==> config.mk <==
export PLATFORM = sky130hd
export DESIGN_NAME = pc_gen
export DESIGN_NICKNAME = d
export VERILOG_FILES = /design/src/fetch_pkg.sv /design/src/pc_gen.sv
export SDC_FILE = /design/constraint.sdc
export NUM_CORES = 1
export LEC_CHECK = 0
export ABC_AREA = 1
export BUFFER_PORTS_ARGS = -buffer_cell sky130_fd_sc_hd__clkbuf_2
export CAP_MARGIN = 20
export CORE_ASPECT_RATIO = 0.7
export CORE_MARGIN = 1
export CORE_UTILIZATION = 60
export CTS_CLUSTER_SIZE = 24
export DETAILED_ROUTE_END_ITERATION = 6
export PLACE_DENSITY = 0.89
export RECOVER_POWER = 50
export SLEW_MARGIN = 20
export SYNTH_ARGS = -nofsm -noshare
export SYNTH_HDL_FRONTEND = slang
export SYNTH_SLANG_ARGS = --single-unit
==> constraint.sdc <==
create_clock -name clk -period 3.2 [get_ports clk]
set_input_delay 0.16 -clock clk [delete_from_list [all_inputs] [get_ports clk]]
set_output_delay 0.16 -clock clk [all_outputs]
set_load 0.005 [all_outputs]
==> src/fetch_pkg.sv <==
package fetch_pkg;

   // core side widths
   localparam int XLEN = 64;
   localparam int ILEN = 32;
   localparam int WLEN = 64;

   // byte address as the core sees it
   typedef logic [XLEN-1:0] addr_t;
   // one instruction
   typedef logic [ILEN-1:0] inst_t;
   // one memory word, holds two instructions
   typedef logic [WLEN-1:0] word_t;

   // boot address
   localparam addr_t RESET_PC = 64'h0000_0000_8000_0000;

   // sequential step, no compressed instructions
   localparam addr_t INST_BYTES = 64'd4;

   // fetch fsm, one request in flight at most
   typedef enum logic [1:0] {
      FETCH_IDLE,
      FETCH_REQUEST,
      FETCH_WAIT
   } fetch_state_t;

endpackage

==> src/pc_gen.sv <==
`timescale 1ns/1ps

module pc_gen
   import fetch_pkg::*;
(
   input  logic  clk,
   input  logic  rst,
   // one pulse per completed fetch
   input  logic  fetch_done,
   // branch target from later stages
   input  logic  redirect_valid,
   input  addr_t redirect_pc,
   output addr_t pc
);

   // current fetch address
   addr_t pc_q;
   // redirect seen since the last completion
   logic  pend_q;
   addr_t pend_pc_q;
   // candidate for the next fetch
   addr_t pc_next;

   // simultaneous redirect beats the pending one
   // pending one beats the sequential step
   always_comb begin
      if (redirect_valid) begin
         pc_next = redirect_pc;
      end else if (pend_q) begin
         pc_next = pend_pc_q;
      end else begin
         pc_next = pc_q + INST_BYTES;
      end
   end

   always_ff @(posedge clk) begin
      if (rst) begin
         pc_q   <= RESET_PC;
         pend_q <= 1'b0;
      end else begin
         if (fetch_done) begin
            // pc only moves between fetches
            pc_q   <= pc_next;
            pend_q <= 1'b0;
         end else if (redirect_valid) begin
            pend_q <= 1'b1;
         end
      end
   end

   // target register, the last redirect wins
   // only read while pend_q is set
   always_ff @(posedge clk) begin
      if (redirect_valid) begin
         pend_pc_q <= redirect_pc;
      end
   end

   assign pc = pc_q;

endmodule

==> impl_metrics.tcl <==
set metrics [dict create \
    crit_path_end_kind "flip-flop" \
    grt_first_pass_wirelength_um 39300 \
    fill_cells 787 \
    dp_hpwl_um 16000 \
    dieArea_um2 12100 \
    cell_with_the_most_instances_after_synthesis "nand2_1" \
    fin_worst_skew_ns 0.00977 \
    antenna_cells 0 \
    rows 32 \
    postSynthAreaPerCell_um2 7.80 \
    final_period_minus_worst_setup_slack_ns 2.78 \
    r2r_slack_ns 1.16 \
    max-clock-path-buffers 2 \
    report.power.total_mw 4.40 \
    post_route_cells_drive_above_1_share_pct 13.9 \
    synth.ff_latch_count 129 \
    route.antenna.remaining_nets 0 \
    drt_drc_violations_left 0 \
    die_x_um 131 \
    finalHoldViolations 0 \
    worst_slew_pin_tran_ns 1.94 \
    worst_min_delay_path_endpoint "pc[6]" \
    grt_antenna_before_repair 0 \
    synth.yosys.seq_area_share_pct 45.9 \
    crit_fanout 33 \
    rr_worst_depth 9 \
    power_leakage_nw 3.17 \
    tritoncts "yes" \
    grt_start_max_net_pins 71 \
    pin_count 132 \
    setup_violating_endpoint_count_in_the_final_report 0 \
    gp_congestion 0.995 \
    yosys_most_used_dff "dfxtp_1" \
    required_ns 3.48 \
    crit_path_start "redirect_valid" \
    port_buffers 131 \
    violated_checks "max-capacitance violations, max-slew violations" \
    ctsHtreeMaxLevel 4 \
    wl_um 24900 \
    synthArstFlopShare_pct 0 \
    max-slew-margin-rel_pct -29.0 \
    synth.distinct_cells 39 \
    num_vias 7653 \
    syn2layout_area_growth_pct 27.1 \
    worst_r2r_startpoint "pc[2]" \
    first_iter_violations 878 \
    wl_per_cell_um 19.9 \
    final-max-slew-violation-count 30 \
    hp-start "rst" \
    holdWs_ns 0.422 \
    yosys.area.top_type_share_pct 27.4 \
    core_area_um2 11200 \
    timing.critical_path.arrival_ns 3.06 \
    fp.dieH_um 92.5 \
    critPathLaunchType "input pin" \
    clkSlewWorstSetupHoldPaths_ns 0.06 \
    rsz0062_at_grt "no" \
    synthesis.yosys.warnings 0 \
    residual_overflow_from_global_routing 0 \
    crit_type "input pin to flip-flop" \
    peakVddDrop_mv 0.506 \
    most_frequent_cells_after_synthesis "262 x nand2_1, 109 x nor2_1, 73 x o21ai_0" \
    fin_crit_sh_pct 86.9 \
    mappedNetlistNets 969 \
    maxCapViolCount 1 \
    dr_pass1_iterations 6 \
    cts_root_buffer "clkbuf_16" \
    initial_utilization_pct 62.6 \
    nNetsFinal 1153 \
    grt_pass1_vias 7284 \
    achievable-frequency_mhz 360 \
    post_synthesis_cell_type_with_the_largest_combined_area "edfxtp_1" \
    cts_buffers 17 \
    cts_sinks 129 \
    outcome "finished, violations left" \
    tns_ns 0 \
    mappedNetlistArea_um2 7020 \
    vias_per_cell 6.12 \
    grtUsageTotal_pct 42.2 \
    syn-instance-count 900 \
    clock_latency_of_the_later_clocked_register_in_the_worst_skew_pair_ns 0.43 \
    synth.top_cells.by_area "edfxtp_1 27%, dfxtp_1 19%, nand2_1 14%" \
    synth_enable_flop_cells 64 \
    min_delay_path_depth 5 \
    power_density_nw_per_um2 493 \
    hold_class "input pin to flip-flop" \
    critical_path.reg2reg.endpoint "pc[36]" \
]
## how the worst max path moves through the flow
stage | slack (ns) | depth (start not counted) | end
global route | 0.51 | 5 | pc[53]
finish | 0.42 | 5 | pc[53]
floorplan | 1.67 | 9 | pc[36]
detailed placement | 1.26 | 9 | pc[36]
global placement | 1.35 | 9 | pc[36]
CTS | 1.25 | 9 | pc[36]
## logic make-up (layout without fill, tap and decap cells)
logic type / Yosys count / count (layout) / synth area share [%]
buffers and inverters: 89 / 286 / 4.99
adder cells (fa/ha/maj): 1 / 1 / 0.178
AO/OA/AOI/OAI: 198 / 198 / 17.7
flip-flops: 129 / 129 / 45.9
AND/OR/NAND/NOR: 459 / 459 / 28.0
XOR/XNOR: 24 / 24 / 3.10
## state kept, by name, indices dropped and copies added (netlist names)
register / count
pc: 64
pend_pc_q: 64
pend_q: 1
## stage by stage
stage | worst slack [ns] | instance area (um2) | util [%] | cells
2_1_floorplan | 1.67 | 7020 | - | 900
3_3_place_gp | 1.35 | 7790 | 69.5 | 1154
3_5_place_dp | 1.26 | 7790 | 69.5 | 1154
4_1_cts | 1.25 | 9000 | 80.3 | 1250
5_1_grt | 0.507 | 8920 | 79.6 | 1250
6_report | 0.419 | 8920 | 79.6 | 1250
## worst max-delay path: stages
cell and delay, ns:
clkbuf_1 1.36, nor2_4 0.48, buf_12 0.34, a221oi_1 0.48
a21oi_1 0.19
## cells in the final DEF, fill, tap and decap left out, types with 2 or more instances in the layout
cell,synthesis,routed
clkinv_2,0,2
nor2_4,6,8
edfxtp_1,64,64
nand2_1,262,262
a21oi_2,4,4
xor2_1,6,6
clkbuf_16,0,17
buf_4,0,7
nand2_2,8,8
a31oi_1,9,9
a22oi_1,3,3
o311ai_0,2,2
nor2_2,16,15
clkinv_1,2,2
dlygate4sd3_1,0,64
nand3_2,2,2
or2_2,2,2
nand3_1,30,30
clkinvlp_4,0,5
o21ai_0,73,73
nor2_1,109,108
a41oi_1,3,3
clkbuf_2,0,68
clkbuf_1,31,63
a221oi_1,49,49
inv_1,48,48
a21oi_1,48,48
dfxtp_1,65,65
xnor2_1,17,17
o211ai_1,4,4
inv_6,0,5
nand4_1,19,19
## timing repair
item / in CTS / in global routing
setup buffers: 0 / 0
hold buffers: 64 / 0
hold endpoints to repair: 69 / 0
gates resized for setup: 0 / 0
## area by class of cell
type / count / area, um2 / share of cell area [%]
clock inverters: 14 / 130 / 1.46
flip-flops and latches: 129 / 3220 / 36.1
inverters: 51 / 191 / 2.15
multi-input cells: 682 / 3460 / 38.7
repair buffers: 203 / 1290 / 14.5
clock buffers: 18 / 439 / 4.92
well taps: 153 / 191 / 2.15
## routing by layer
metal | share of wire [%] | GRT usage, %
met5 | 0 | 0
met2 | 44 | 64.5
met3 | 13 | 10.5
met1 | 41 | 58.1
met4 | 2.4 | 16.0
## report_power, final
| part | total [mW] | leakage (nW) | switching [mW] | internal (mW) |
|---|---|---|---|---|
| clock network | 1.92 | 0.266 | 0.818 | 1.10 |
| registers | 1.99 | 1.16 | 0.126 | 1.86 |
| logic | 0.490 | 1.74 | 0.282 | 0.208 |
| total | 4.40 | 3.17 | 1.23 | 3.17 |
(Power assumes the default switching activity.)
