## src/fetch_pkg.sv

```systemverilog
package fetch_pkg;

   // core side widths
   localparam int XLEN = 64;
   localparam int ILEN = 32;
   localparam int WLEN = 64;

   // byte address as the core sees it
   typedef logic [XLEN-1:0] addr_t;
   // one instruction
   typedef logic [ILEN-1:0] inst_t;
   // one memory word, holds two instructions
   typedef logic [WLEN-1:0] word_t;

   // boot address
   localparam addr_t RESET_PC = 64'h0000_0000_8000_0000;

   // sequential step, no compressed instructions
   localparam addr_t INST_BYTES = 64'd4;

   // fetch fsm, one request in flight at most
   typedef enum logic [1:0] {
      FETCH_IDLE,
      FETCH_REQUEST,
      FETCH_WAIT
   } fetch_state_t;

endpackage

```

## src/bus_pkg.sv

```systemverilog
package bus_pkg;

   // memory geometry in 64-bit words
   localparam int MEM_WORDS  = 1024;
   localparam int WORD_BYTES = 8;
   localparam int IDX_W      = $clog2(MEM_WORDS);

   // byte address of word 0, matches the boot pc
   localparam logic [63:0] MEM_BASE = 64'h0000_0000_8000_0000;
   // first byte past the array
   localparam logic [63:0] MEM_END  = MEM_BASE + MEM_WORDS * WORD_BYTES;

   // accept edge to rvalid, in cycles
   localparam int MEM_LATENCY = 3;
   localparam int LAT_W       = $clog2(MEM_LATENCY + 1);

   typedef logic [IDX_W-1:0] widx_t;
   typedef logic [LAT_W-1:0] lat_cnt_t;

   // read response
   typedef logic resp_t;
   localparam resp_t RESP_OKAY = 1'b0;
   localparam resp_t RESP_ERR  = 1'b1;

   typedef enum logic {MEM_READY, MEM_BUSY} mem_state_t;

endpackage

```

## src/ifu.sv

```systemverilog
`timescale 1ns/1ps

module ifu
   import fetch_pkg::*, bus_pkg::*;
(
   input  logic        clk,
   input  logic        rst,
   // sampled in idle only
   input  logic        stall,
   input  addr_t       pc,
   // read address channel
   output logic        arvalid,
   output logic [31:0] araddr,
   input  logic        arready,
   // read data channel, no ready
   input  logic        rvalid,
   input  word_t       rdata,
   input  resp_t       rresp,
   // fetched instruction
   output inst_t       inst,
   output addr_t       inst_pc,
   output logic        inst_valid,
   output logic        inst_err,
   // completion pulse to pc_gen
   output logic        fetch_done
);

   fetch_state_t state_q;
   fetch_state_t state_d;

   // address handshake this cycle
   logic  accept;
   // response taken this cycle
   logic  resp_take;
   logic  resp_err;
   // instruction slot picked from the word
   inst_t half;
   // registered completion
   logic  done_q;

   // arvalid held for the whole request state
   assign arvalid = (state_q == FETCH_REQUEST);
   // zero address outside a request
   assign araddr  = arvalid ? pc[31:0] : 32'b0;
   assign accept  = arvalid && arready;

   assign resp_take = rvalid && (state_q == FETCH_WAIT);
   assign resp_err  = (rresp == RESP_ERR);

   // pc[2] picks the upper instruction of the word
   assign half = pc[2] ? rdata[63:32] : rdata[31:0];

   always_comb begin
      state_d = state_q;
      case (state_q)
         FETCH_IDLE: begin
            // back-pressure only holds off new requests
            if (!stall) begin
               state_d = FETCH_REQUEST;
            end
         end
         FETCH_REQUEST: begin
            if (accept) begin
               state_d = FETCH_WAIT;
            end
         end
         FETCH_WAIT: begin
            // accepted request always completes
            if (rvalid) begin
               state_d = FETCH_IDLE;
            end
         end
         default: begin
            state_d = FETCH_IDLE;
         end
      endcase
   end

   always_ff @(posedge clk) begin
      if (rst) begin
         state_q  <= FETCH_IDLE;
         done_q   <= 1'b0;
         inst_err <= 1'b0;
         inst     <= '0;
      end else begin
         state_q <= state_d;
         done_q  <= resp_take;
         if (resp_take) begin
            inst_err <= resp_err;
            // no stale data on a bus error
            inst     <= resp_err ? '0 : half;
         end
      end
   end

   // pc is stable until fetch_done, safe to sample here
   always_ff @(posedge clk) begin
      if (resp_take) begin
         inst_pc <= pc;
      end
   end

   // same pulse to the next stage and to pc_gen
   assign inst_valid = done_q;
   assign fetch_done = done_q;

endmodule

```

## config.mk

```make
export PLATFORM = sky130hd
export DESIGN_NAME = ifu
export DESIGN_NICKNAME = d
export VERILOG_FILES = /design/src/fetch_pkg.sv /design/src/bus_pkg.sv /design/src/ifu.sv
export SDC_FILE = /design/constraint.sdc
export NUM_CORES = 1
export LEC_CHECK = 0
export BUFFER_PORTS_ARGS = -buffer_cell sky130_fd_sc_hd__buf_4
export CORE_AREA = 5 5 101 103
export DETAILED_ROUTE_END_ITERATION = 16
export DIE_AREA = 0 0 106 108
export PLACE_DENSITY = 0.85
export SLEW_MARGIN = 20
export SYNTH_ARGS = -nofsm -noshare
export SYNTH_HDL_FRONTEND = slang
export SYNTH_SLANG_ARGS = --single-unit
export TNS_END_PERCENT = 5
```

## constraint.sdc

```tcl
create_clock -name clk -period 5.75 [get_ports clk]
set_clock_uncertainty 0.15 [all_clocks]
set_input_delay 0.8625 -clock clk [delete_from_list [all_inputs] [get_ports clk]]
set_output_delay 0.8625 -clock clk [all_outputs]
set_load 0.005 [all_outputs]
```

==> results of run 1 <==
## stage by stage
stage | total power [mW] | instance area (µm²) | hold slack (ps) | instances
after floorplan | 0.8449 | 3707 | 296.7 | 226
after global placement | 0.9559 | 5762 | 295.6 | 590
after detailed placement | 0.9619 | 5762 | 299.3 | 590
after CTS | 1.376 | 5947 | 322.2 | 606
after global routing | 1.417 | 5947 | 342.5 | 606
final | 1.357 | 5947 | 318.8 | 606
## kinds of logic (layout without fill, tap and decap cells)
family,after synthesis,in the layout,synth area share (%)
muxes,32,32,8.640
AOI/OAI and AO/OA,35,35,9.923
DFF,100,100,71.28
buffers and inverters,16,285,2.767
and+or+nand+nor,43,43,7.391
## state kept, by name, indices dropped and copies added (netlist names)
signal / flops
fetch_done: 1
inst: 32
inst_err: 1
inst_pc: 64
state_q: 2
## cell type report
cell class,count,share of cell area [%]
timing repair buffer,268,33.83
clock inverter,6,0.7995
sequential,100,44.44
inverter,1,0.06312
multi-input combinational,110,16.22
clock buffer,10,2.314
tap,111,2.335
## cells in the final DEF (no fill, tap or decap), drive strengths merged
| master | n |
|---|---|
| mux2i | 32 |
| a2111oi | 1 |
| and2 | 32 |
| inv | 3 |
| or3 | 1 |
| o2bb2ai | 32 |
| nand3b | 1 |
| buf | 268 |
| and2b | 1 |
| edfxtp | 64 |
| clkbuf | 10 |
| clkinv | 1 |
| a21oi | 2 |
| nor2 | 4 |
| nor2b | 1 |
| and3b | 1 |
| clkinvlp | 3 |
| dfxtp | 36 |
| nand2 | 2 |
## routing by layer
layer	up-vias	GRT usage, %
met1	1354	19.54
met4	0	5.550
li1	1370	-
met3	11	7.045
met2	170	34.56
met5	-	0
## power by group
group	internal [mW]	switching [mW]
clock network	0.173	0.240
registers	0.773	0.00441
logic	0.104	0.0622
## critical path: cells and delay by family
kind	cells	cell delay [ps]
and+or+nand+nor	1	210
buffers and inverters	2	550
## worst max path at each step
stage,startpoint,endpoint
floorplan,rvalid,inst[13]
global placement,pc[2],araddr[2]
detailed placement,pc[2],araddr[2]
CTS,state_q[1],araddr[25]
global route,state_q[1],araddr[25]
finish,pc[2],araddr[2]
==> reports/qor.txt, run 1 <==
Status -> completed
Clock-pin slew on the worst setup and hold paths -> 90 ps
Post-cts repair resize count -> 0
Slew headroom -> 64.63%
Multi-input logic area -> 964.7 µm²
Critical Path RT -> 4740 ps
Arr. time, crit path -> 1630 ps
Antenna violations before repair -> 0
Hold Path Class -> flip-flop to flip-flop
Max Freq -> 379.0 MHz
Slowest cell on the critical path -> buf_4
Via/cell ratio -> 4.794
CTS buffer count -> 9
Register Area -> 2643 µm²
Final core area utilization -> 65.29%
Die area -> 11450 µm²
Core Area -> 9109 µm²
CTS root buf -> clkbuf_8
Worst r2r src -> state_q[1]
Post-synth EDFFs -> 64
Sequential-to-total area share from yosys stat -> 71.28%
Die Y -> 108 µm
Final worst slack -> 3112 ps
Met3 routed WL -> 1.174 mm
Drt total wl -> 11.10 mm
Worst Tran Pin Value -> 530.5 ps
R2R depth -> 3
# IOs -> 266
Post-DP HPWL -> 9.065 mm
Final hold violation count -> 0
Final Max Tran Viols -> 0
# clock sinks -> 100
Total Routing Usage GR -> 18.58%
CP Launch Type -> input pin
Routed wire per std cell -> 18.32 µm
Vias -> 2905
Crit-path max FO -> 34
Most frequent cell after synthesis -> edfxtp_1
First-pass GRT wire length -> 16.32 mm
Crit path cell chain -> buf_4 > and2_1 > buf_4
Initial DRC Count -> 84
Worst skew pair latency -> 330 ps
Worst reg-to-reg setup slack -> 3770 ps
Maxcap violations -> 0
Met2 wire len -> 6.036 mm
Ant. Diodes -> 0
Top-area cell type share of the netlist area -> 51.84%
Post-route setup TNS -> 0 ps
Synth cell types -> 20
Gate Count Post-Synth -> 226
Top layer reached by signal wires -> met4
Hold buffers post-CTS -> 0
Launch point of the worst hold path -> inst_err
CTS tree -> done
First-pass detailed-route iteration total -> 5
Ys Warns -> 0
Synth area leader -> edfxtp_1
Pleak -> 2.685 nW
Initial Utilization -> 40.70%
Post-synth top flop -> edfxtp_1
DP Worst Slack -> 3110 ps
Worst-case clock buffer depth -> 2
Area growth, synth to finish -> 60.41%
Peak supply drop -> 0.1472 mV
Slowest stage delay, CP -> 430 ps
Capturing point of the worst reg2reg path -> inst_pc[45]
Num rows -> 35
Asr flop ratio synth -> 0%
Synth Register Bits -> 100
Gr ovfl total -> 0
Met1 Routed Length -> 3.730 mm
Crit path time final -> 2638 ps
Final worst path period share -> 45.89%
GPL Wtd Cong -> 0.7734
Setup-failing EPs final -> 0
Average cell area after synthesis -> 16.40 µm²
Critical path class -> input pin to output pin
CTS H-tree depth -> 3
Post-route ant nets -> 0
RSZ-0062 raised after global routing -> no
Residual DRC -> 0
Worst hold path depth -> 2
Synth top area cells -> edfxtp_1 52%, dfxtp_1 19%, mux2i_1 8.6%
Number of global-route vias before repair -> 2943
PortBufs -> 265
Setup Buffers After CTS -> 0
Mapped Area -> 3707 µm²
Die Width -> 106 µm
Cell mode on critical path -> buf_4
Largest net degree at the start of global routing -> 45
Sink of the worst hold path -> inst_err
Fillers -> 686
Share of layout cells above drive strength 1 -> 60.61%
Nets -> 624
Post-synth top cells -> 64 x edfxtp_1, 36 x dfxtp_1, 32 x and2_1, 32 x mux2i_1, 21 x o2bb2ai_1
Kind of end point of the critical path -> output pin
Net Count, Synth -> 360
Pwr dens -> 228.2 nW/µm²
No activity file was read; power rests on OpenSTA's default activity.
==> run 2: changes to the inputs <==
Settings changed: CORE_AREA 5 5 101 103 to unset, CORE_MARGIN set to 5, CORE_UTILIZATION set to 41, DIE_AREA 0 0 106 108 to unset, PLACE_DENSITY 0.85 to 0.86.
Clock period 5.75 ns to 2.7 ns, I/O delays scaled along.
==> reports/qor.txt, run 2 (synthesis results as in run 1) <==
Status -> completed
Clock-pin slew on the worst setup and hold paths -> 110 ps (+20 ps)
Crit-path max FO -> 33 (-2.9%)
Die Y -> 105.1 µm (-2.7%)
Peak supply drop -> 0.3570 mV (+140%)
Hold buffers post-CTS -> 0 (unchanged)
Sink of the worst hold path -> inst_pc[51]
CTS buffer count -> 9 (unchanged)
Vias -> 2912 (+0.24%)
Worst r2r src -> state_q[1]
Worst reg-to-reg setup slack -> 920 ps (-2850 ps)
Worst path top cell family by delay -> simple AND/OR/NAND/NOR gates
Number of global-route vias before repair -> 3053 (+3.7%)
GPL Wtd Cong -> 0.7974 (+3.1%)
Fin Hold WS -> 62.09 ps (-256.7 ps)
Most frequent cells in the layout -> 268 x buf_4, 64 x edfxtp_1, 36 x dfxtp_1, 32 x and2_1, 32 x mux2i_1
Core Area -> 8763 µm² (-3.8%)
R2R depth -> 3 (unchanged)
Worst Path Buf+Inv -> 1 (-1)
First-pass GRT wire length -> 17.12 mm (+4.9%)
Residual DRC -> 0 (unchanged)
Largest net degree at the start of global routing -> 41 (-8.9%)
Area growth, synth to finish -> 61.05%
Commonest non-fill, non-tap cell in the layout -> buf_4
Initial Utilization -> 42.30% (+1.6 points)
Pwr Total -> 2.924 mW (+120%)
Top flop regs -> inst_pc (64), inst (32), state_q (2)
Arr. time, crit path -> 1640 ps (about the same)
Drt total wl -> 11.61 mm (+4.5%)
Gr ovfl total -> 0 (unchanged)
Pwr dens -> 489.8 nW/µm² (+110%)
CTS tree -> done
Slowest stage delay, CP -> 560 ps (+130 ps)
Ant. Diodes -> 0 (unchanged)
Post-route setup TNS -> 0 ps (unchanged)
Worst Tran Pin Value -> 599.4 ps (+68.91 ps)
Setup-failing EPs final -> 0 (unchanged)
RSZ-0062 raised after global routing -> no
Slowest cell on the critical path -> and2b_2
CP Launch Type -> flip-flop
PortBufs -> 265 (unchanged)
Routed wire per std cell -> 19.22 µm (+4.9%)
Maxcap violations -> 0 (unchanged)
Multi-input logic area -> 964.7 µm² (unchanged)
Kind of end point of the critical path -> output pin
Max Freq -> 455.8 MHz
Final hold violation count -> 0 (unchanged)
Worst hold path depth -> 1 (-1)
First-pass detailed-route iteration total -> 4 (-1)
Hold Path Class -> input pin to flip-flop
Register Area -> 2643 µm² (unchanged)
Critical path class -> flip-flop to output pin
Post-cts repair resize count -> 0 (unchanged)
# clock sinks -> 100 (unchanged)
Final Max Tran Viols -> 0 (unchanged)
Nets -> 625 (+0.16%)
Capturing point of the worst reg2reg path -> inst_pc[27]
Max reg flops -> 64 (unchanged)
Die Width -> 105.1 µm (-0.86%)
Crit path cell chain -> and2b_2 > and2_1 > buf_4
Worst-case clock buffer depth -> 2 (unchanged)
Fillers -> 607 (-12%)
Total Routing Usage GR -> 19.90% (+1.3 points)
# IOs -> 266 (unchanged)
Worst skew pair latency -> 340 ps (about the same)
CTS root buf -> clkbuf_8
Post-route ant nets -> 0 (unchanged)
Setup Buffers After CTS -> 0 (unchanged)
Pleak -> 2.698 nW (+0.51%)
Die area -> 11040 µm² (-3.5%)
Critical Path RT -> 2140 ps (-2600 ps)
Initial DRC Count -> 127 (+51%)
CTS H-tree depth -> 3 (unchanged)
Share of layout cells above drive strength 1 -> 60.69% (+0.079 points)
Antenna violations before repair -> 0 (unchanged)
Post-DP HPWL -> 9.309 mm (+2.7%)
Num rows -> 34 (-2.9%)
Crit path time final -> 2194 ps
Slew headroom -> 59.98% (-4.7 points)
Launch point of the worst hold path -> pc[51]
Via/cell ratio -> 4.821 (+0.57%)
Most flops, register -> inst_pc
Final worst path period share -> 81.26%
## run 2: changes by cell type in the layout (fill, tap and decap cells not counted), sizes merged
| cell | delta |
|---|---|
| inv | +1 |
| buf | +1 |
| clkinvlp | -1 |
## run 2: layout make-up
class                           count  share of cell area [%]
Clock buffer                       10                   2.305
Inverter                            1                 0.06287
Tap cell                          108                   2.263
Sequential cell                   100                   44.26
Timing Repair Buffer              269                   34.03
Clock inverter                      6                  0.9220
Multi-Input combinational cell    110                   16.16
## run 2: worst reg2reg max path, delay by kind of cell, from the launching register on
kind                   cells  cell delay, ps
AND/OR/NAND/NOR            1             110
flip-flops                 1             430
buffers and inverters      2             760
## run 2: stage by stage
step / cell area (µm²) / utilization (%) / cells / worst slack (ps)
after floorplan: 3707 / - / 226 / 6.227
after global placement: 5778 / 65.93 / 588 / 905.7
after detailed placement: 5778 / 65.93 / 588 / 842.6
after CTS: 5971 / 68.13 / 604 / 476.0
after global routing: 5971 / 68.13 / 604 / 399.6
final: 5971 / 68.13 / 604 / 506.0
## run 2: worst max-delay path by stage
stage / cells after the start / end / startpoint / slack, ps
2_1_floorplan: 5 / inst[13] / state_q[0] / 6
3_3_place_gp: 4 / inst_pc[23] / rvalid / 910
3_5_place_dp: 4 / inst_pc[17] / rvalid / 840
4_1_cts: 3 / araddr[4] / state_q[1] / 480
5_1_grt: 3 / araddr[6] / state_q[1] / 400
6_report: 3 / araddr[4] / state_q[1] / 510
## run 2: layer usage
metal / part of all wire [%] / track usage (%) / up-vias
met3: 7.7 / 5.117 / 11
met2: 55 / 37.23 / 157
li1: - / - / 1370
met4: 1.4 / 5.936 / 0
met1: 36 / 21.98 / 1374
met5: 0 / 0 / -
## run 2: where the power goes
group / internal [mW] / switching (mW) / total, mW / leakage [nW]
clock: 0.378 / 0.533 / 0.911 / 0.0929
combinational: 0.223 / 0.134 / 0.356 / 1.74
sequential: 1.65 / 0.0101 / 1.66 / 0.868
total: 2.25 / 0.677 / 2.92 / 2.70
==> run 3: changes to the inputs <==
Settings changed: CORE_UTILIZATION 41 to 37, PLACE_DENSITY 0.86 to 0.82.
Clock period 2.7 ns to 2 ns, I/O delays scaled along.
==> reports/qor.txt, run 3 (synthesis results as in run 1) <==
Die Width -> 110.1 µm (+4.8%)
Worst skew pair latency -> 350 ps (about the same)
First-pass detailed-route iteration total -> 4 (unchanged)
Num rows -> 36 (+5.9%)
Die area -> 12120 µm² (+9.8%)
Kind of end point of the critical path -> output pin
Register Area -> 2645 µm² (about the same)
Max Freq -> 517.0 MHz
Fillers -> 640 (+5.4%)
Initial DRC Count -> 150 (+18%)
Crit path time final -> 1934 ps
Die Y -> 110.1 µm (+4.8%)
Crit-path max FO -> 33 (unchanged)
GPL Wtd Cong -> 0.7173 (-10%)
Antenna violations before repair -> 0 (unchanged)
Worst-case clock buffer depth -> 2 (unchanged)
Post-route ant nets -> 0 (unchanged)
CP Launch Type -> flip-flop
Drt total wl -> 12.51 mm (+7.8%)
Via/cell ratio -> 4.625 (-4.1%)
CTS root buf -> clkbuf_8
RSZ-0062 raised after global routing -> yes
Residual DRC -> 0 (unchanged)
First-pass GRT wire length -> 17.73 mm (+3.6%)
Max reg flops -> 64 (unchanged)
Post-route setup TNS -> 0 ps (unchanged)
Routed wire per std cell -> 17.97 µm (-6.5%)
Most flops, register -> inst_pc
Area growth, synth to finish -> 80.63%
Met2 Resource Use GR -> 36.18% (-1.1 points)
Top flop regs -> inst_pc (64), inst (32), state_q (2)
Pwr dens -> 608.5 nW/µm² (+24%)
Vias -> 3219 (+11%)
Gr ovfl total -> 0 (unchanged)
Final worst path period share -> 96.70%
Critical path class -> flip-flop to output pin
Arr. time, crit path -> 1480 ps (-160 ps)
Core Area -> 9774 µm² (+12%)
Number of global-route vias before repair -> 3414 (+12%)
Initial Utilization -> 37.93% (-4.4 points)
Total Routing Usage GR -> 19.43% (-0.48 points)
Final hold violation count -> 0 (unchanged)
Critical Path RT -> 1550 ps (-590 ps)
Largest net degree at the start of global routing -> 38 (-7.3%)
Final worst slack -> 65.91 ps (-440.1 ps)
Setup Buffers After CTS -> 0 (unchanged)
Global route hottest layer -> met2
CTS H-tree depth -> 3 (unchanged)
Status -> completed
Slowest cell on the critical path -> and2b_4
Post-DP HPWL -> 8.674 mm (-6.8%)
Setup-failing EPs final -> 0 (unchanged)
Slowest stage delay, CP -> 430 ps (-130 ps)
Most frequent cells in the layout -> 267 x buf_4, 65 x dlygate4sd3_1, 64 x edfxtp_1, 34 x dfxtp_1
# clock sinks -> 100 (unchanged)
Peak supply drop -> 0.3472 mV (-2.8%)
Slew headroom -> 72.59% (+13 points)
# IOs -> 266 (unchanged)
Crit path cell chain -> and2b_4 > and2_1 > buf_4
Maxcap violations -> 0 (unchanged)
Pleak -> 2.981 nW (+10%)
GR met1 Demand/Resource -> 20.41% (-1.6 points)
Worst Tran Pin Value -> 411.1 ps (-188.3 ps)
Final Max Tran Viols -> 0 (unchanged)
CTS tree -> done
DP Worst Slack -> 373.6 ps (-469.0 ps)
Share of layout cells above drive strength 1 -> 54.09% (-6.6 points)
Hold Path Class -> input pin to flip-flop
Fin Hold WS -> 47.83 ps (-14.26 ps)
Clock-pin slew on the worst setup and hold paths -> 100 ps (about the same)
Multi-input logic area -> 970.9 µm² (+0.65%)
PortBufs -> 265 (unchanged)
M3 GR Usage -> 5.708% (+0.59 points)
Nets -> 691 (+11%)
CTS buffer count -> 9 (unchanged)
Commonest non-fill, non-tap cell in the layout -> buf_4
run 3: cell count changes in the layout (fill, tap and decap cells not counted), moves of 2 or more:
cell / before / now
inv_6: 1 / 3
dlygate4sd3_1: 0 / 65
dfxtp_1: 36 / 34
dfxtp_2: 0 / 2
buf_12: 1 / 3
run 3: layout make-up:
class / count / area share (%)
clock inverter: 7 / 0.9716
clock buffer: 9 / 1.850
tap: 133 / 2.485
timing repair buffer: 335 / 40.55
multi-input combinational: 110 / 14.50
antenna: 1 / 0.03737
inverter: 1 / 0.1121
sequential: 100 / 39.50
run 3: worst max-delay path, delay by kind of cell, from the launching register on:
family                 cells  cell delay (ps)
DFF                        1              360
and+or+nand+nor            2              630
buffers and inverters      1              120
run 3: through the flow:
step | cells | instance area [µm²] | total power, mW | utilization [%]
6_report | 696 | 6696 | 4.075 | 68.51
5_1_grt | 695 | 6694 | 4.242 | 68.48
4_1_cts | 695 | 6693 | 4.105 | 68.47
3_5_place_dp | 614 | 5852 | 2.772 | 59.87
3_3_place_gp | 614 | 5852 | 2.755 | 59.87
2_1_floorplan | 226 | 3739 | 2.435 | -
run 3: layer usage:
metal	wire length, µm	share of wire, %	vias up
met4	247	2.0	0
met2	6639	53	171
met3	1170	9.4	23
met5	0	0	-
met1	4451	36	1517
li1	-	-	1508
run 3: repair_timing:
item                                   4_1_cts  5_1_grt
setup endpoints to repair                   32       31
pin swaps                                    0        0
resized for setup                            1        1
endpoints found under the hold margin       66        0
hold buffers                                65        0
run 3: power by group:
part	switching, mW	leakage, nW	internal, mW
sequential	0.0138	0.869	2.22
combinational	0.209	2.02	0.392
clock	0.751	0.0947	0.486
total	0.974	2.98	3.10
run 3: final timing paths:
check	start	endpoint	slack, ps	cells past startpoint
max	state_q[1]	araddr[13]	70	3
min	rresp	inst_err	50	3
max reg2reg	state_q[0]	inst[11]	430	4
min reg2reg	inst_err	inst_err	320	2
